**src/include/mem_access_settings.svh**
```systemverilog
`ifndef MEM_ACCESS_SETTINGS_SVH
`define MEM_ACCESS_SETTINGS_SVH

// width of the CPU byte address
`define MEM_ADDR_W 32

// log2 of the RAM depth in 32-bit words
// word address bits above this are ignored, so the RAM aliases
`define MEM_RAM_AW 10

`endif

```
**src/hdl/mem_access_pkg.sv**
```systemverilog
package mem_access_pkg;

	// access size as presented by the load/store stage
	typedef enum logic [1:0] {
		mem_word = 2'b00,  // 32-bit access, address must be 4-byte aligned
		mem_half = 2'b01,  // 16-bit access, address must be even
		mem_byte = 2'b10   // 8-bit access, any offset
	} mem_size_e;

	// one bus word seen as byte lanes or as halfword lanes
	// lane 0 is the least significant in both views
	typedef union packed {
		logic [3:0][7:0]  bytes;   // bytes[n] at byte offset n
		logic [1:0][15:0] halves;  // halves[n] at byte offset 2*n
	} bus_word_u;

endpackage

```
**src/hdl/lane_align.sv**
```systemverilog
`timescale 1ns/100ps
`include "mem_access_settings.svh"

module lane_align (
	input  logic [`MEM_ADDR_W-1:0]      addr_i,    // CPU byte address
	input  mem_access_pkg::mem_size_e   size_i,    // access size
	input  logic                        en_i,      // read or write requested
	input  logic [31:0]                 data_w_i,  // store data, right aligned
	output logic [3:0]                  sel_o,     // byte selects for the bus
	output logic [31:0]                 data_w_o,  // store data in its lane
	output logic                        unalign_o  // illegal offset for the size
);

	import mem_access_pkg::*;

	always_comb begin
		sel_o = 4'b0000;
		data_w_o = 32'h0000_0000;
		unalign_o = 1'b0;
		if (en_i) begin
			case (size_i)
				mem_word: begin
					if (addr_i[1:0] == 2'b00) begin
						sel_o = 4'b1111;
						data_w_o = data_w_i;
					end else begin
						unalign_o = 1'b1;
					end
				end
				mem_half: begin
					if (addr_i[0] == 1'b0) begin
						sel_o = addr_i[1] ? 4'b1100 : 4'b0011;
						data_w_o = {16'h0000, data_w_i[15:0]} << {addr_i[1], 4'b0000};  // 0 or 16
					end else begin
						unalign_o = 1'b1;
					end
				end
				mem_byte: begin
					sel_o = 4'b0001 << addr_i[1:0];
					data_w_o = {24'h00_0000, data_w_i[7:0]} << {addr_i[1:0], 3'b000};
				end
				default: begin
					unalign_o = 1'b1;  // undefined size never reaches the bus
				end
			endcase
		end
	end

endmodule

```
**config.mk**
```make
export PLATFORM = sky130hd
export DESIGN_NAME = lane_align
export DESIGN_NICKNAME = d
export VERILOG_FILES = /design/src/hdl/mem_access_pkg.sv /design/src/hdl/lane_align.sv
export VERILOG_INCLUDE_DIRS = /design/src /design/src/include
export SDC_FILE = /design/constraint.sdc
export NUM_CORES = 1
export LEC_CHECK = 0
export BUFFER_PORTS_ARGS = -buffer_cell sky130_fd_sc_hd__buf_4
export CELL_PAD_IN_SITES_DETAIL_PLACEMENT = 1
export CELL_PAD_IN_SITES_GLOBAL_PLACEMENT = 1
export CORE_UTILIZATION = 17
export DETAILED_ROUTE_END_ITERATION = 12
export PLACE_DENSITY = 0.91
export RECOVER_POWER = 100
export SYNTH_ARGS = -nofsm -noshare
export SYNTH_HDL_FRONTEND = slang
export SYNTH_SLANG_ARGS = --single-unit
```
**constraint.sdc**
```tcl
create_clock -name vclk -period 1.6
set_clock_uncertainty 0.15 [all_clocks]
set_input_delay 0.16 -clock vclk [all_inputs]
set_output_delay 0.16 -clock vclk [all_outputs]
set_load 0.02 [all_outputs]
```
==> impl_metrics.env <==
export IMPL_leakage_nw=0.5749
export IMPL_layout_common_cells="buf_4, clkbuf_2, a22oi_1"
export IMPL_critPathKind="input pin to output pin"
export IMPL_start_util_pct=18.51
export IMPL_hold_viol_final=0
export IMPL_power_density_nw_per_um2=218.8
export IMPL_syn_area_um2=641.9
export IMPL_first_global_vias=990
export IMPL_grt_max_degree=16
export IMPL_rows=21
export IMPL_synth_xor_area_share_pct=1.365
export IMPL_cp_required_ns=1.29
export IMPL_drc=0
export IMPL_final_common_cell="buf_4"
export IMPL_port_buffer_count=74
export IMPL_final_net_count=228
export IMPL_cp_max_fo=10
export IMPL_tightest_slew_ns=0.3491
export IMPL_post_dp_cell_area_um2=1241
export IMPL_ant_nets=0
export IMPL_grt_pass1_wl_um=4678
export IMPL_outcome="finished clean"
export IMPL_diodes=0
export IMPL_synth_simple_area_share_pct=38.21
export IMPL_synth_nets=152
export IMPL_drv_slew=0
export IMPL_rsz0062_at_grt="false"
export IMPL_core_area_um2=3468
export IMPL_vias=989
export IMPL_dr_pass1_iters=4
export IMPL_routedWlPerCell_um=14.35
export IMPL_peakVddDrop_v=0.0001117
export IMPL_track_usage_pct=14.10
export IMPL_die_x_um=63.45
export IMPL_cap_violations=0
export IMPL_hp_class="input pin to output pin"
export IMPL_instances_no_fill=205
export IMPL_die_area_um2=4025
export IMPL_synth_cells=85
export IMPL_drt_iter0_drc=21
export IMPL_place_inst=205
export IMPL_layout_min_cycle_time_ns=1.516
export IMPL_syn2layout_area_growth_pct=84.60
export IMPL_io_pins=104
export IMPL_finalSetupViolCount=0
export IMPL_slew_headroom_pct=76.70
export IMPL_synth_compound_area_share_pct=45.61
export IMPL_muxShareOfSynthArea_pct=0
export IMPL_post_cts_setup_buffers=0
export IMPL_place_congestion=0.8822
export IMPL_wl_um=2942
export IMPL_tns_ns=0
export IMPL_startpoint_type="input pin"
export IMPL_grt_overflow_total=0
export IMPL_seq_area_um2=0
export IMPL_crit_arrival_ns=1.21
export IMPL_avgViaCountPerCell=4.824
export IMPL_drive_above_1_share_pct=56.60
export IMPL_num_clock_buffers=0
export IMPL_post_synth_num_cell_types=28
export IMPL_n_fill_cell=459
export IMPL_dpl_hpwl_um=2452
export IMPL_synthAdderAreaFrac_pct=0
export IMPL_synth_top_family_by_area="compound AO/OA/AOI/OAI gates"
export IMPL_cts_hold_buf=0
export IMPL_die_h_um=63.45
export IMPL_antenna_found_initial=0
export IMPL_fin_area_um2=1185
export IMPL_critPathCaptureType="output pin"
export IMPL_ys_seq_area_share_pct=0
export IMPL_synth_area_per_cell_um2=7.551
export IMPL_yosysWarnings=0
export IMPL_fmax_mhz=659.8
export IMPL_seq_cells=0
export IMPL_period_share_pct=94.73
export IMPL_post_cts_resized=1
==> critical path: stages <==
cell	delay (ns)
buf_4	0.16
a21bo_1	0.22
nor3_2	0.20
buf_4	0.19
and2_1	0.12
clkbuf_2	0.16
==> cell usage after synthesis (2+ instances only) <==
master | count | area [um^2]
a22oi_1 | 16 | 120.1
nor2_1 | 10 | 37.54
and2_1 | 9 | 56.30
a22o_1 | 8 | 70.07
buf_6 | 7 | 78.83
o2bb2ai_1 | 6 | 52.55
nand2_1 | 3 | 11.26
nand3_1 | 3 | 15.01
nor3_4 | 2 | 32.53
o21a_1 | 2 | 15.01
o21ai_0 | 2 | 10.01
==> metal layers <==
metal  track usage (%)  share of wire, %
met5                 0                 0
met4                 0                 0
met2             27.13                51
met1             17.51                43
met3             1.449               6.6
==> power by group <==
group	switching, mW	internal [mW]	total [mW]
combinational	0.131	0.128	0.259
clock	0	0	0
sequential	0	0	0
total	0.131	0.128	0.259
==> cell type report <==
cell class	instances	area (um^2)	share of cell area [%]
multi-input combinational	75	553.0	46.67
tap	46	57.56	4.857
timing repair buffer	84	574.3	48.47
==> kinds of logic after synthesis <==
kind of cell    Yosys count
buf+inv                  10
xor+xnor                  1
compound gates           37
simple gates             37
==> stage by stage <==
| step | power (mW) | hold WS (ns) | worst slack [ns] | utilization [%] |
|---|---|---|---|---|
| final | 0.2592 | 0.4864 | 0.08438 | 34.16 |
| after global routing | 0.2809 | 0.5031 | 0.001616 | 34.16 |
| after CTS | 0.2730 | 0.4872 | 0.1012 | 35.97 |
| after detailed placement | 0.2702 | 0.4828 | 0.008648 | 35.79 |
| after global placement | 0.2663 | 0.4783 | 0.01654 | 35.79 |
| after floorplan | 0.1349 | 0.3527 | 0.08929 | - |
==> path summary, 6_finish.rpt <==
kind,startpoint,end,slack (ns),cells after the start
worst max-delay path,size_i[1],data_w_o[4],0.08,6
worst min-delay path,data_w_i[27],data_w_o[27],0.49,3
Power figures use the tool's default switching activity.
