## src/include/mem_access_settings.svh

```systemverilog
`ifndef MEM_ACCESS_SETTINGS_SVH
`define MEM_ACCESS_SETTINGS_SVH

// width of the CPU byte address
`define MEM_ADDR_W 32

// log2 of the RAM depth in 32-bit words
// word address bits above this are ignored, so the RAM aliases
`define MEM_RAM_AW 10

`endif

```

## src/hdl/mem_access_pkg.sv

```systemverilog
package mem_access_pkg;

	// access size as presented by the load/store stage
	typedef enum logic [1:0] {
		mem_word = 2'b00,  // 32-bit access, address must be 4-byte aligned
		mem_half = 2'b01,  // 16-bit access, address must be even
		mem_byte = 2'b10   // 8-bit access, any offset
	} mem_size_e;

	// one bus word seen as byte lanes or as halfword lanes
	// lane 0 is the least significant in both views
	typedef union packed {
		logic [3:0][7:0]  bytes;   // bytes[n] at byte offset n
		logic [1:0][15:0] halves;  // halves[n] at byte offset 2*n
	} bus_word_u;

endpackage

```

## src/hdl/load_extract.sv

```systemverilog
`timescale 1ns/100ps

module load_extract (
	input  mem_access_pkg::bus_word_u  rd_word_i,   // captured bus word
	input  logic [1:0]                 addr_i,      // byte offset of the load
	input  mem_access_pkg::mem_size_e  size_i,
	input  logic                       sign_ext_i,  // sign or zero fill
	output logic [31:0]                data_r_o
);

	import mem_access_pkg::*;

	logic [15:0] half_lane;
	logic [7:0]  byte_lane;

	assign half_lane = rd_word_i.halves[addr_i[1]];
	assign byte_lane = rd_word_i.bytes[addr_i];

	always_comb begin
		case (size_i)
			mem_half: data_r_o = {{16{sign_ext_i & half_lane[15]}}, half_lane};
			mem_byte: data_r_o = {{24{sign_ext_i & byte_lane[7]}}, byte_lane};
			default:  data_r_o = rd_word_i;  // word load, no extension
		endcase
	end

endmodule

```

## config.mk

```make
export PLATFORM = sky130hd
export DESIGN_NAME = load_extract
export DESIGN_NICKNAME = d
export VERILOG_FILES = /design/src/include/mem_access_settings.svh /design/src/hdl/mem_access_pkg.sv /design/src/hdl/load_extract.sv
export SDC_FILE = /design/constraint.sdc
export NUM_CORES = 1
export LEC_CHECK = 0
export BUFFER_PORTS_ARGS = -buffer_cell sky130_fd_sc_hd__buf_4
export CAP_MARGIN = 0
export CORE_UTILIZATION = 40
export DETAILED_ROUTE_END_ITERATION = 7
export PLACE_DENSITY = 0.88
export SETUP_SLACK_MARGIN = 0.1
export SLEW_MARGIN = 10
export SYNTH_ARGS = -nofsm -noshare
export SYNTH_HDL_FRONTEND = slang
export SYNTH_SLANG_ARGS = --single-unit
```

## constraint.sdc

```tcl
create_clock -name vclk -period 2.5
set_clock_uncertainty 0.2 [all_clocks]
set_input_delay 0.125 -clock vclk [all_inputs]
set_output_delay 0.125 -clock vclk [all_outputs]
set_load 0.02 [all_outputs]
```

==> flow_results.org <==
** Timing
- Setup violations remaining at the end of the flow were counted as 0.
- The count of final hold-check violations was 0.
- Worst-case headroom to the max-slew limit :: 73.55%
- The worst path in the final design needs a cycle of 1.963 ns, including I/O delays and setup.
- Accumulated negative setup slack :: 0 ns
- Pins over their slew limit :: 0
- Setup repair after global routing left no endpoint under its margin.
- For this run, the top clock speed supported by timing is 0.5095 GHz.
- Final cycle utilization of the critical path :: 78.52%
- At the pin with the least slew margin, the transition time is 0.3968 ns.

** Logic synthesis
- Number of warning messages in the yosys log :: 0
- Sequential element share of the synthesized area :: 0%
- Top area cells in the synthesized netlist :: sky130_fd_sc_hd__nand2_1, sky130_fd_sc_hd__a21oi_1, sky130_fd_sc_hd__mux2_2, sky130_fd_sc_hd__a32oi_1, sky130_fd_sc_hd__o2bb2ai_1
- Post-synth top cells :: sky130_fd_sc_hd__nand2_1, sky130_fd_sc_hd__a21oi_1, sky130_fd_sc_hd__nor2b_1
- The cell count after synthesis came out at 108.
- Top cell type's share of synthesized area :: 19.14%
- Summing every instance area after synthesis gives 666.9 µm².
- The number of different library cells used by synthesis comes to 19.
- In this run the mean area of a mapped cell was 6.175 µm².
- Most numerous cell in the Yosys netlist :: sky130_fd_sc_hd__nand2_1
- Largest area contributor in the netlist :: sky130_fd_sc_hd__nand2_1
- Mapped Nets :: 147

** Worst setup path
- CP cell instances :: buf_4 > inv_1 > ha_1 > or2_1 > a21o_1 > o2bb2ai_1 > buf_4
- Most frequent cell on the critical path :: sky130_fd_sc_hd__buf_4
- Data on the critical path is required at its endpoint by 2.17 ns.
- Worst setup path category :: in2out
- Critical path peak fanout :: 11
- CP bufs+invs :: 3
- Kind of capture point of the worst setup path :: primary output
- Delay of the slowest cell on the worst path :: 0.39 ns
- For this design, the slowest cell found on the critical path is sky130_fd_sc_hd__ha_1.
- STA puts the critical path data arrival time at 1.64 ns.
- STA classifies the critical path startpoint as a primary input.
- The cell family contributing the most delay on the critical path is compound AO/OA/AOI/OAI gates.

** GRT
- GR Overflow Total :: 0
- First-pass GRT wire length :: 4271 µm
- Vias in the first global route :: 992
- Total track usage :: 28.26%
- Entering global routing, the biggest net connects 19 pins.
- Antenna violations before repair :: 0

** Finish
- At the end of the flow, the number of nets in the layout was 209.
- Count of sequential standard cells :: 0
- FF+latch area :: 0 µm²
- The multi-input combinational cells in the finished layout cover a total of 590.6 µm².
- Diode count :: 0
- Filler cell count :: 133
- Final cell utilization of the core :: 76.03%
- Compared with the post-synthesis result, the final layout area differs by 73.73%.
- After layout, the clock buffer instance count stands at 0.
- Share of cells above drive strength 1 :: 48.21%

** Power and ir drop
- VDD IR max :: 183.5 µV
- Leakage power summed over all cells :: 0.6452 nW
- P per Cell Area :: 308.7 mW/mm²

** Placement
- In this run the tool buffered the top-level ports with 69 buffer cells.
- HPWL Detailed :: 2037 µm
- Routability-driven placement finished with a final weighted congestion of 0.8020.

** Route
- The routed design has 2563 µm of wire.
- In the final routed layout, each cell accounts on average for 13.93 µm.
- The routed layout has 1,013 vias.
- Once detail routing completed, the nets flagged for antenna violations numbered 0.
- In the routed design, unresolved DRC markers number 0.
- Vias/cell :: 5.505
- Detailed-routing iteration count for the pre-antenna-repair pass :: 5
- The detailed router finished its first iteration with 22 violations.

** Clock network
- For this design, the CTS-stage hold fixing added 0 buffers.
- The number of setup buffers added after CTS is 0.
- Resized Gates After CTS :: 0

** Min path
- The min-delay analysis places its worst path in the category in2out.

** Die
- The floorplan has 14 rows.
- Total Die Area :: 0.001834 mm²
- In this run the vertical extent of the chip is 42.83 µm.
- The initial utilization of the core area, before any placement, comes to 43.76%.
- Placeable core area :: 0.001524 mm²
- Top-level port count :: 69
- The die is 42.83 µm wide.

** Run
- Max-cap violations in this run came to 0.

** Status
- The run finished with clean final reports.
path summary, 6_finish.rpt:
kind	startpoint	to	slack, ns	cells after the start
worst max-delay path	size_i[1]	data_r_o[6]	0.54	7
worst min-delay path	rd_word_i[24]	data_r_o[24]	0.36	4
stage by stage:
| stage | total power [mW] | setup WS (ns) | cells | hold slack (ns) | area (µm²) |
|---|---|---|---|---|---|
| final | 0.3576 | 0.5371 | 184 | 0.3591 | 1159 |
| after global routing | 0.3828 | 0.4425 | 184 | 0.3738 | 1159 |
| after CTS | 0.3568 | 0.5620 | 184 | 0.3617 | 1159 |
| after detailed placement | 0.3550 | 0.5758 | 184 | 0.3603 | 1159 |
| after global placement | 0.3505 | 0.6288 | 184 | 0.3532 | 1159 |
| after floorplan | 0.1981 | 0.8478 | 108 | 0.2159 | 666.9 |
placed cells by master, fill, tap and decap left out, drive strengths merged:
cell	n
buf	71
a211o	1
or2	1
a32oi	7
nor2b	9
ha	2
inv	4
and2	1
mux2	9
a21o	3
o21ai	1
a21oi	17
o211ai	1
nand2	34
o2bb2ai	7
area by class of cell:
type / count / share of cell area (%)
well taps: 16 / 1.728
multi-input cells: 93 / 50.97
repair buffers: 71 / 46.00
inverters: 4 / 1.296
per-layer routing:
layer	global-route usage, %	wire (µm)	part of all wire, %
met1	39.24	1152	45
met2	46.97	1231	48
met3	2.979	165	6.4
met4	5.000	14	0.55
met5	0	0	0
cells by family after synthesis:
group	count (synthesis)	synth area share, %
buffers and inverters	15	11.44
AO/OA/AOI/OAI	37	39.59
AND/OR/NAND/NOR	45	29.46
adder cells (fa/ha/maj)	2	3.752
multiplexers	9	15.76
worst min-delay path: cells and delay by family:
| kind | cells | cell delay (ns) |
|---|---|---|
| buffers and inverters | 2 | 0.21 |
| AND/OR/NAND/NOR | 2 | 0.09 |
report_power, final:
part	total [mW]	internal (mW)	leakage, nW	switching, mW
sequential	0	0	0	0
combinational	0.358	0.166	0.645	0.192
clock	0	0	0	0
total	0.358	0.166	0.645	0.192
No activity file was read; power rests on OpenSTA's default activity.
