<file path="src/include/mem_access_settings.svh">
`ifndef MEM_ACCESS_SETTINGS_SVH
`define MEM_ACCESS_SETTINGS_SVH

// width of the CPU byte address
`define MEM_ADDR_W 32

// log2 of the RAM depth in 32-bit words
// word address bits above this are ignored, so the RAM aliases
`define MEM_RAM_AW 10

`endif

</file>
<file path="src/hdl/wb_master_ctrl.sv">
`timescale 1ns/100ps
`include "mem_access_settings.svh"

module wb_master_ctrl (
	input  logic                    wbm_clk_i,
	input  logic                    rst,
	input  logic                    suspend_i,   // abort and hold off accesses
	input  logic                    en_r_i,
	input  logic                    en_w_i,
	input  logic [`MEM_ADDR_W-1:0]  addr_i,
	input  logic [3:0]              sel_i,       // from lane_align
	input  logic [31:0]             data_w_i,    // lane-shifted store data
	input  logic                    unalign_i,
	input  logic [31:0]             wbm_data_i,
	input  logic                    wbm_ack_i,
	output logic                    wbm_cyc_o,
	output logic                    wbm_stb_o,
	output logic                    wbm_we_o,
	output logic [3:0]              wbm_sel_o,
	output logic [`MEM_ADDR_W-3:0]  wbm_addr_o,  // word address
	output logic [31:0]             wbm_data_o,
	output logic [31:0]             rd_word_o,   // raw bus word for load_extract
	output logic                    stall_o
);

	localparam logic [1:0] st_idle = 2'd0;
	localparam logic [1:0] st_bus  = 2'd1;  // wishbone cycle open
	localparam logic [1:0] st_done = 2'd2;  // access finished, result held

	logic [1:0]  state;
	logic [1:0]  next_state;
	logic        req;
	logic        bus_done;
	logic [31:0] rd_word_q;

	assign req = (en_r_i | en_w_i) & ~unalign_i;  // misaligned requests never start
	assign bus_done = wbm_cyc_o & wbm_ack_i;

	always_comb begin
		next_state = st_idle;
		if (!suspend_i) begin
			case (state)
				st_bus:  next_state = bus_done ? st_done : st_bus;
				default: next_state = req ? st_bus : st_idle;  // idle and done both accept
			endcase
		end
	end

	always_ff @(posedge wbm_clk_i) begin
		if (rst) begin
			state <= st_idle;
		end else begin
			state <= next_state;
		end
	end

	// bus outputs follow the next state, as in the reference master
	always_ff @(posedge wbm_clk_i) begin
		if (rst) begin
			wbm_cyc_o <= 1'b0;
			wbm_stb_o <= 1'b0;
			wbm_we_o <= 1'b0;
		end else begin
			wbm_cyc_o <= (next_state == st_bus);
			wbm_stb_o <= (next_state == st_bus);
			wbm_we_o <= (next_state == st_bus) & en_w_i;
		end
	end

	always_ff @(posedge wbm_clk_i) begin
		if (next_state == st_bus) begin  // request is held, reload is harmless
			wbm_sel_o <= sel_i;
			wbm_addr_o <= addr_i[`MEM_ADDR_W-1:2];
			wbm_data_o <= data_w_i;
		end
		if (bus_done) begin
			rd_word_q <= wbm_data_i;
		end
	end

	// forward the word in the ack cycle, which is the first cycle with stall low
	assign rd_word_o = bus_done ? wbm_data_i : rd_word_q;

	assign stall_o = (next_state == st_bus);

endmodule

</file>
<file path="config.mk">
export PLATFORM = sky130hd
export DESIGN_NAME = wb_master_ctrl
export DESIGN_NICKNAME = d
export VERILOG_FILES = /design/src/hdl/wb_master_ctrl.sv
export VERILOG_INCLUDE_DIRS = /design/src /design/src/include
export SDC_FILE = /design/constraint.sdc
export NUM_CORES = 1
export LEC_CHECK = 0
export ABC_AREA = 1
export BUFFER_PORTS_ARGS = -buffer_cell sky130_fd_sc_hd__buf_4
export CAP_MARGIN = 20
export CORE_MARGIN = 10
export CORE_UTILIZATION = 45
export CTS_BUF_LIST = sky130_fd_sc_hd__clkbuf_4
export DETAILED_ROUTE_END_ITERATION = 8
export PLACE_DENSITY = 0.9
export RECOVER_POWER = 50
export REMOVE_ABC_BUFFERS = 1
export SYNTH_ARGS = -nofsm -noshare
export SYNTH_HDL_FRONTEND = slang
export SYNTH_SLANG_ARGS = --single-unit
</file>
<file path="constraint.sdc">
create_clock -name wbm_clk_i -period 6.05 [get_ports wbm_clk_i]
set_input_delay 1.21 -clock wbm_clk_i [delete_from_list [all_inputs] [get_ports wbm_clk_i]]
set_output_delay 1.21 -clock wbm_clk_i [all_outputs]
set_load 0.005 [all_outputs]
</file>
==> results.py, run 1 <==
metrics = {
    "outcome": {
        "outcome": "completed",
    },
    "layout": {
        "drive_gt1_share_pct": 48.6,
        "instances_no_fill": 535,
        "final_nets": 541,
        "syn2layout_area_growth_pct": 52.6,
    },
    "pwr": {
        "power.leakage_nw": 2.29,
        "combPwrFrac_pct": 16.7,
        "clockPowerShare_pct": 26.3,
        "p_int_mw": 1.13,
        "netSwitchingPower_mw": 0.338,
        "swShare_pct": 23.1,
        "p_seq_share_pct": 57.0,
        "vdd_ir_drop_max_mv": 0.163,
        "p_per_area_mw_per_mm2": 297,
        "power_mw": 1.47,
    },
    "clock_tree": {
        "cts_buffers": 9,
        "cts_sinks": 102,
        "ctsResizeCount": 0,
        "root_buffer": "clkbuf_4",
        "cts_buffer_depth": 2,
        "htree_levels": 3,
        "cts_setup_buffers": 0,
        "hold_buffers": 0,
        "cts_tree": "yes",
        "path_clk_slew_ns": 0.14,
        "clk_latency_ns": 0.44,
    },
    "synth": {
        "seq_area_frac_synth_pct": 83.5,
        "synthTopCellsByArea": "edfxtp_1, dfxtp_1, nand2_1, nand2_2, buf_6",
        "yosys.area.top_type": "edfxtp_1",
        "synthArstFlopShare_pct": 0,
        "synthCells": 223,
        "synth_common_cells": "nand2_1, edfxtp_1, dfxtp_1",
        "yosys.cell_types.count": 15,
        "synth_most_common_cell": "nand2_1",
        "ys.warnings.count": 0,
        "synth_edf_count": 66,
        "synth_area_mm2": 0.00324,
        "syn_avg_cell_area_um2": 14.5,
        "synth_top_flop_cell": "edfxtp_1",
        "synthDominantCellAreaShare_pct": 61.2,
        "ys_seq_elements": 102,
    },
    "setup_path": {
        "r2r_cells": 6,
        "cp_top_family": "simple AND/OR/NAND/NOR gates",
        "start_kind": "primary input",
        "path_cells": "clkbuf_4 > nand2_1 > inv_4 > nand2_1 > nand2_1 > buf_4",
        "end_kind": "primary output",
        "critPathMaxFanout": 35,
        "crit_arrival_ns": 2.87,
        "slowest_stage": "nand2_1",
        "cp_num_cells": 6,
        "worstPathRequired_ns": 4.84,
        "critPathKind": "primary input to primary output",
        "max_stage_delay_ns": 0.64,
        "crit_path_frequent_cell": "nand2_1",
        "cp.buffers_inverters": 3,
    },
    "floorplanning": {
        "core_region_area_mm2": 0.00691,
        "boundaryPins": 209,
        "die_w_um": 105,
        "die_h_um": 105,
        "initial_utilization_pct": 46.9,
        "dieArea_mm2": 0.0110,
        "rows": 30,
    },
    "placement": {
        "gp_congestion": 0.746,
        "place_inst": 519,
        "port-buffer-count": 206,
        "dpl.hpwl_um": 8550,
        "dpl_worst_slack_ns": 2.58,
    },
    "sta": {
        "rsz0062_at_grt": "false",
        "setup_violations": 0,
        "max_freq_mhz": 245,
        "tightestPinTransition_ns": 1.13,
        "period_needed_ns": 4.08,
        "relSlewSlack_pct": 24.3,
        "final_max_slew_viol_count": 0,
        "fin_ws_ns": 1.97,
        "hold_viol": 0,
        "fin_tns_setup_ns": 0,
        "post-route-period-util_pct": 67.4,
        "final.setup_skew_ns": 0.0269,
    },
    "drt": {
        "drc": 0,
        "wl_per_cell_um": 19.5,
        "via_count": 2417,
        "ant_nets": 0,
        "drt_pass1_iterations": 4,
        "finalWirelength_um": 10400,
        "routed_via_density": 4.52,
        "drtIter0Drc": 102,
    },
    "grt": {
        "grt_pass1_vias": 2494,
        "antenna_found_initial": 1,
        "overflow": 0,
        "grt_max_degree": 57,
        "grt.total_usage_pct": 18.1,
        "grt_pass1_wl_um": 15000,
    },
    "min_path": {
        "hold_class": "flop to flop",
        "worstHoldPathCells": 2,
    },
    "job": {
        "cap_viol_max_count": 0,
    },
}
-- cells by family after synthesis --
group                  Yosys count  synth area share [%]
buffers and inverters           15                  2.74
DFF                            102                  83.5
AOI/OAI and AO/OA                1                 0.232
and+or+nand+nor                105                  13.5
-- sequential cells by signal, summed over array words and instances, names as in the netlist --
signal,flops
rd_word_q,32
state,2
wbm_data_o,32
wbm_addr_o,30
wbm_sel_o,4
wbm_we_o,1
wbm_stb_o,1
-- cell type report --
type | count | area (um2)
clock buffer | 10 | 75.1
sequential | 102 | 2700
timing repair buffer | 207 | 1510
multi-input combinational | 106 | 413
inverter | 8 | 32.5
fill | 503 | 1970
tap | 96 | 120
clock inverter | 5 | 81.3
antenna | 1 | 2.50
-- final timing paths --
| check | startpoint | end | slack, ns |
|---|---|---|---|
| worst max-delay path | wbm_ack_i | rd_word_o[10] | 1.97 |
| worst min-delay path | rd_word_q[1]$_DFF_P_ | rd_word_q[1]$_DFF_P_ | 0.47 |
| worst max register to register | wbm_stb_o$_SDFF_PP0_ | wbm_addr_o[17]$_DFFE_PN_ | 3.10 |
| worst min register to register | rd_word_q[1]$_DFF_P_ | rd_word_q[1]$_DFF_P_ | 0.47 |
-- power by group through the flow --
| stage | Sequential, mW | Clock (mW) | Combinational [mW] |
|---|---|---|---|
| floorplan | 0.852 | 0 | 0.0703 |
| global placement | 0.849 | 0 | 0.247 |
| detailed placement | 0.853 | 0 | 0.256 |
| CTS | 0.837 | 0.391 | 0.258 |
| global route | 0.844 | 0.422 | 0.270 |
| finish | 0.836 | 0.386 | 0.245 |
-- layer usage --
layer | vias up | global-route usage [%] | wire (um)
met3 | 11 | 8.48 | 1180
met2 | 157 | 30.6 | 5140
li1 | 1162 | - | -
met5 | - | 0 | 0
met4 | 0 | 4.90 | 133
met1 | 1087 | 19.9 | 4000
-- metrics by stage --
stage	util, %	area (um2)	hold WS [ns]
finish	71.5	4940	0.466
global route	71.5	4940	0.486
CTS	72.6	5010	0.467
detailed placement	70.3	4850	0.436
global placement	70.3	4850	0.435
floorplan	-	3180	0.443
-- worst register-to-register path, delay by kind of cell, from the launching register on --
family	cells	cell delay [ns]
simple gates	4	1.26
buf+inv	2	0.95
flops	1	0.36
-- cell usage in the layout, fill, tap and decap left out --
cell         n
nand3_2      1
clkbuf_1    11
nor4_1       1
buf_4      117
nand2_2      1
bufinv_16    2
clkinv_1     1
edfxtp_1    66
inv_1        7
inv_4        1
nor2_1       3
dfxtp_1     36
clkbuf_4    89
nand2_1     99
diode_2      1
inv_6        2
o21bai_1     1
No activity file was read; power rests on OpenSTA's default activity.
==> run 2: changes to the inputs <==
- CORE_UTILIZATION: 45 -> 43
- PLACE_DENSITY: 0.9 -> 0.86
- clock period: 6.05 -> 3.88 ns (I/O delays scaled with it)
==> results.py, run 2 (synthesis results as in run 1) <==
metrics = {
    "outcome": {
        "outcome": "completed",
    },
    "floorplanning": {
        "initial_utilization_pct": 44.4,
        "boundaryPins": 209,
        "die_w_um": 107,
        "dieArea_mm2": 0.0114,
        "rows": 31,
        "die_h_um": 107,
        "core_region_area_mm2": 0.00729,
    },
    "min_path": {
        "hold_class": "flop to flop",
    },
    "clock_tree": {
        "cts_tree": "yes",
        "htree_levels": 3,
        "root_buffer": "clkbuf_4",
        "hold_buffers": 0,
        "ctsResizeCount": 0,
        "cts_buffers": 9,
        "cts_buffer_depth": 2,
        "cts_setup_buffers": 0,
        "cts_sinks": 102,
        "path_clk_slew_ns": 0.14,
        "clk_latency_ns": 0.42,
    },
    "grt": {
        "grt_pass1_wl_um": 14500,
        "grt_pass1_vias": 2552,
        "grt_max_degree": 67,
        "overflow": 0,
        "antenna_found_initial": 0,
        "grt.total_usage_pct": 16.8,
    },
    "layout": {
        "final_nets": 541,
        "final_core_util_pct": 67.1,
        "antenna_cells": 0,
        "syn2layout_area_growth_pct": 51.1,
        "top_regs": "rd_word_q (32), wbm_data_o (32), wbm_addr_o (30)",
        "drive_gt1_share_pct": 46.6,
        "final_common_cell": "buf_4",
        "mostFrequentLayoutCells": "buf_4, nand2_1, clkbuf_4",
    },
    "drt": {
        "drt_pass1_iterations": 4,
        "drc": 0,
        "routed_via_density": 4.53,
        "via_count": 2430,
        "drtIter0Drc": 71,
        "finalWirelength_um": 9790,
        "wl_per_cell_um": 18.2,
        "ant_nets": 0,
    },
    "sta": {
        "post-route-period-util_pct": 66.5,
        "fin_tns_setup_ns": 0,
        "tightestPinTransition_ns": 0.372,
        "max_freq_mhz": 387,
        "final_max_slew_viol_count": 0,
        "rsz0062_at_grt": "false",
        "final.setup_skew_ns": 0.0104,
        "relSlewSlack_pct": 75.2,
        "setup_violations": 0,
        "hold_viol": 0,
        "period_needed_ns": 2.58,
    },
    "setup_path": {
        "start_kind": "primary input",
        "end_kind": "primary output",
        "r2r_cells": 6,
        "critPathKind": "primary input to primary output",
        "crit_arrival_ns": 1.81,
        "crit_start": "wbm_ack_i",
        "r2r-end": "wbm_data_o[1]$_DFFE_PN_",
        "r2r_slack_ns": 2.14,
        "worstPathRequired_ns": 3.10,
        "endpoint": "rd_word_o[5]",
        "r2r-start": "wbm_stb_o$_SDFF_PP0_",
        "critPathMaxFanout": 35,
    },
    "pwr": {
        "power.leakage_nw": 2.24,
        "vdd_ir_drop_max_mv": 0.327,
        "power_mw": 2.21,
        "p_per_area_mw_per_mm2": 451,
    },
    "placement": {
        "port-buffer-count": 206,
        "gp_congestion": 0.811,
    },
    "job": {
        "cap_viol_max_count": 0,
    },
}
## run 2: cell count changes in the layout (fill, tap and decap cells not counted), sizes merged
| cell | delta |
|---|---|
| buf | -10 |
| bufinv | -1 |
| clkbuf | +10 |
| clkinvlp | +1 |
| diode | -1 |
## run 2: worst min-delay path by stage
stage / from / endpoint / depth (start not counted)
3_5_place_dp: rd_word_q[28]$_DFF_P_ / rd_word_q[28]$_DFF_P_ / 2
4_1_cts: rst / state[1]$_SDFF_PP0_ / 2
3_3_place_gp: rd_word_q[15]$_DFF_P_ / rd_word_q[15]$_DFF_P_ / 2
6_report: rd_word_q[28]$_DFF_P_ / rd_word_q[28]$_DFF_P_ / 2
5_1_grt: rst / state[1]$_SDFF_PP0_ / 2
2_1_floorplan: rd_word_q[10]$_DFF_P_ / rd_word_q[10]$_DFF_P_ / 2
## run 2: area by class of cell
class / instances / area (um2)
well taps: 99 / 124
inverters: 8 / 32.5
clock buffers: 10 / 75.1
repair buffers: 207 / 1480
multi-input cells: 106 / 418
clock inverters: 5 / 57.6
fillers: 559 / 2400
flip-flops and latches: 102 / 2700
## run 2: metal layers
layer  GRT usage (%)  up-vias  routed length, um
li1                -     1161                  -
met1            15.8     1082               3320
met2            29.1      170               4770
met3            9.46       17               1470
met4            7.64        0                234
met5               0        -                  0
## run 2: through the flow
step                      hold WS [ns]  setup WS, ns  area, um2  std cells
after floorplan                  0.443         0.903       3180        216
after CTS                        0.468          1.24       5000        537
after global placement           0.435          1.35       4870        522
after detailed placement         0.439          1.31       4870        522
after global routing             0.481          1.13       4890        537
final                            0.466          1.30       4890        537
## run 2: critical path: stages
cell and delay (ns):
clkbuf_1 0.12, nand2_4 0.23, inv_4 0.34, nand2_1 0.12, nand2_1 0.09, buf_4 0.11
## run 2: power by group
group          internal, mW  total [mW]  switching (mW)  leakage [nW]
sequential             1.27        1.30          0.0293         0.917
combinational         0.216       0.377           0.161          1.25
clock                 0.203       0.526           0.323        0.0732
==> run 3: changes to the inputs <==
- ABC_AREA: 1 -> 0
- CORE_UTILIZATION: 43 -> 44
- PLACE_DENSITY: 0.86 -> 0.87
- clock period: 3.88 -> 2.5 ns (I/O delays scaled with it)
==> results.py, run 3 <==
metrics = {
    "setup_path": {
        "worstPathRequired_ns": 2.00,
        "cp_top_family": "flip-flops",
        "path_cells": "nand2_4 > mux2_1 > buf_4",
        "cp_num_cells": 3,
        "start_kind": "flop",
        "crit_arrival_ns": 1.77,
        "critPathMaxFanout": 35,
        "critPathKind": "flop to primary output",
        "slowest_stage": "dfxtp_1",
        "r2r_cells": 4,
        "end_kind": "primary output",
        "cp.buffers_inverters": 1,
        "max_stage_delay_ns": 0.44,
    },
    "drt": {
        "routed_via_density": 4.67,
        "ant_nets": 0,
        "wl_per_cell_um": 21.3,
        "drt_pass1_iterations": 4,
        "drc": 0,
        "finalWirelength_um": 10100,
        "drtIter0Drc": 79,
        "via_count": 2204,
    },
    "pwr": {
        "p_per_area_mw_per_mm2": 702,
        "power_mw": 3.48,
        "power.leakage_nw": 2.10,
        "vdd_ir_drop_max_mv": 0.432,
    },
    "sta": {
        "fin_ws_ns": 0.226,
        "hold_viol": 0,
        "final_max_slew_viol_count": 0,
        "tightestPinTransition_ns": 0.472,
        "relSlewSlack_pct": 68.5,
        "post-route-period-util_pct": 91.0,
        "setup_violations": 0,
        "max_freq_mhz": 440,
        "holdWs_ns": 0.227,
        "final.setup_skew_ns": 0.0357,
        "rsz0062_at_grt": "false",
        "period_needed_ns": 2.27,
        "fin_tns_setup_ns": 0,
    },
    "synth": {
        "synth_most_common_cell": "edfxtp_1",
        "yosys.area.top_type": "edfxtp_1",
        "synth_top_flop_cell": "edfxtp_1",
        "seq_area_frac_synth_pct": 81.8,
        "synthDominantCellAreaShare_pct": 60.0,
        "synthArstFlopShare_pct": 0,
        "synthTopCellsByArea": "edfxtp_1, dfxtp_1, mux2_4, mux2_2, buf_6",
        "yosys.cell_types.count": 16,
        "ys_seq_elements": 102,
        "synth_common_cells": "edfxtp_1, dfxtp_1, mux2_4",
        "synthCells": 151,
        "ys.warnings.count": 0,
        "syn_avg_cell_area_um2": 21.9,
        "synth_area_mm2": 0.00330,
        "synth_edf_count": 66,
    },
    "job": {
        "cap_viol_max_count": 0,
    },
    "floorplanning": {
        "die_w_um": 107,
        "initial_utilization_pct": 45.3,
        "core_region_area_mm2": 0.00729,
        "dieArea_mm2": 0.0114,
        "rows": 31,
        "boundaryPins": 209,
        "die_h_um": 107,
    },
    "grt": {
        "grt_pass1_wl_um": 14600,
        "overflow": 0,
        "grt_pass1_vias": 2366,
        "antenna_found_initial": 0,
        "grt_max_degree": 36,
        "grt.total_usage_pct": 17.1,
    },
    "min_path": {
        "worstHoldPathCells": 1,
        "hold_class": "primary input to flop",
    },
    "layout": {
        "instances_no_fill": 472,
        "final_nets": 474,
        "syn2layout_area_growth_pct": 50.2,
        "drive_gt1_share_pct": 57.5,
        "n_fill_cell": 542,
        "mostFrequentLayoutCells": "buf_4, clkbuf_4, edfxtp_1",
        "final_core_util_pct": 68.1,
        "multi_input_area_um2": 463,
        "final_area_mm2": 0.00496,
        "top_regs": "rd_word_q (32), wbm_data_o (32), wbm_addr_o (30)",
        "seq_area_mm2": 0.00270,
        "final_common_cell": "buf_4",
    },
    "clock_tree": {
        "hold_buffers": 0,
        "ctsResizeCount": 0,
        "htree_levels": 3,
        "cts_setup_buffers": 0,
        "path_clk_slew_ns": 0.19,
        "cts_sinks": 102,
        "cts_tree": "yes",
        "root_buffer": "clkbuf_4",
        "cts_buffer_depth": 2,
        "cts_buffers": 9,
        "clk_latency_ns": 0.45,
    },
    "placement": {
        "port-buffer-count": 206,
        "placed_area_mm2": 0.00500,
        "dpl_worst_slack_ns": 0.337,
        "dpl.hpwl_um": 8340,
        "place_inst": 455,
        "gp_congestion": 0.862,
    },
    "outcome": {
        "outcome": "completed",
    },
}
[run 3: routing by layer]
layer / wire length (um) / track usage [%]
met1: 3410 / 16.7
met2: 5070 / 29.5
met3: 1440 / 9.82
met4: 156 / 6.29
met5: 0 / 0
[run 3: final timing paths]
| kind | from | end | slack, ns |
|---|---|---|---|
| max | wbm_stb_o$_SDFF_PP0_ | rd_word_o[24] | 0.23 |
| min | data_w_i[6] | wbm_data_o[6]$_DFFE_PN_ | 0.23 |
| max reg2reg | wbm_stb_o$_SDFF_PP0_ | wbm_data_o[12]$_DFFE_PN_ | 0.75 |
| min reg2reg | rd_word_q[5]$_DFF_P_ | rd_word_q[5]$_DFF_P_ | 0.48 |
[run 3: kinds of logic (layout without fill, tap and decap cells)]
kind of cell / after synthesis / in the layout / synth area share (%)
other cells: 0 / 1 / 0
simple gates: 10 / 10 / 1.67
compound gates: 2 / 2 / 0.530
mux: 33 / 33 / 14.7
buf+inv: 4 / 225 / 1.36
flops: 102 / 102 / 81.8
[run 3: layout make-up]
cell class	instances	share of cell area, %
Antenna cell	1	0.0504
Timing Repair Buffer	209	31.0
Tap cell	99	2.50
Clock buffer	9	1.36
Sequential cell	102	54.5
Clock inverter	7	1.29
Multi-Input combinational cell	45	9.33
[run 3: where the power goes]
| group | internal (mW) | switching (mW) |
|---|---|---|
| sequential | 2.00 | 0.0467 |
| clock | 0.226 | 0.578 |
| combinational | 0.392 | 0.245 |
[run 3: worst register-to-register path: cells and delay by family (launching register included)]
family	cells	cell delay, ns
multiplexers	1	0.17
buffers and inverters	1	0.22
flip-flops	1	0.38
AND/OR/NAND/NOR	2	0.70
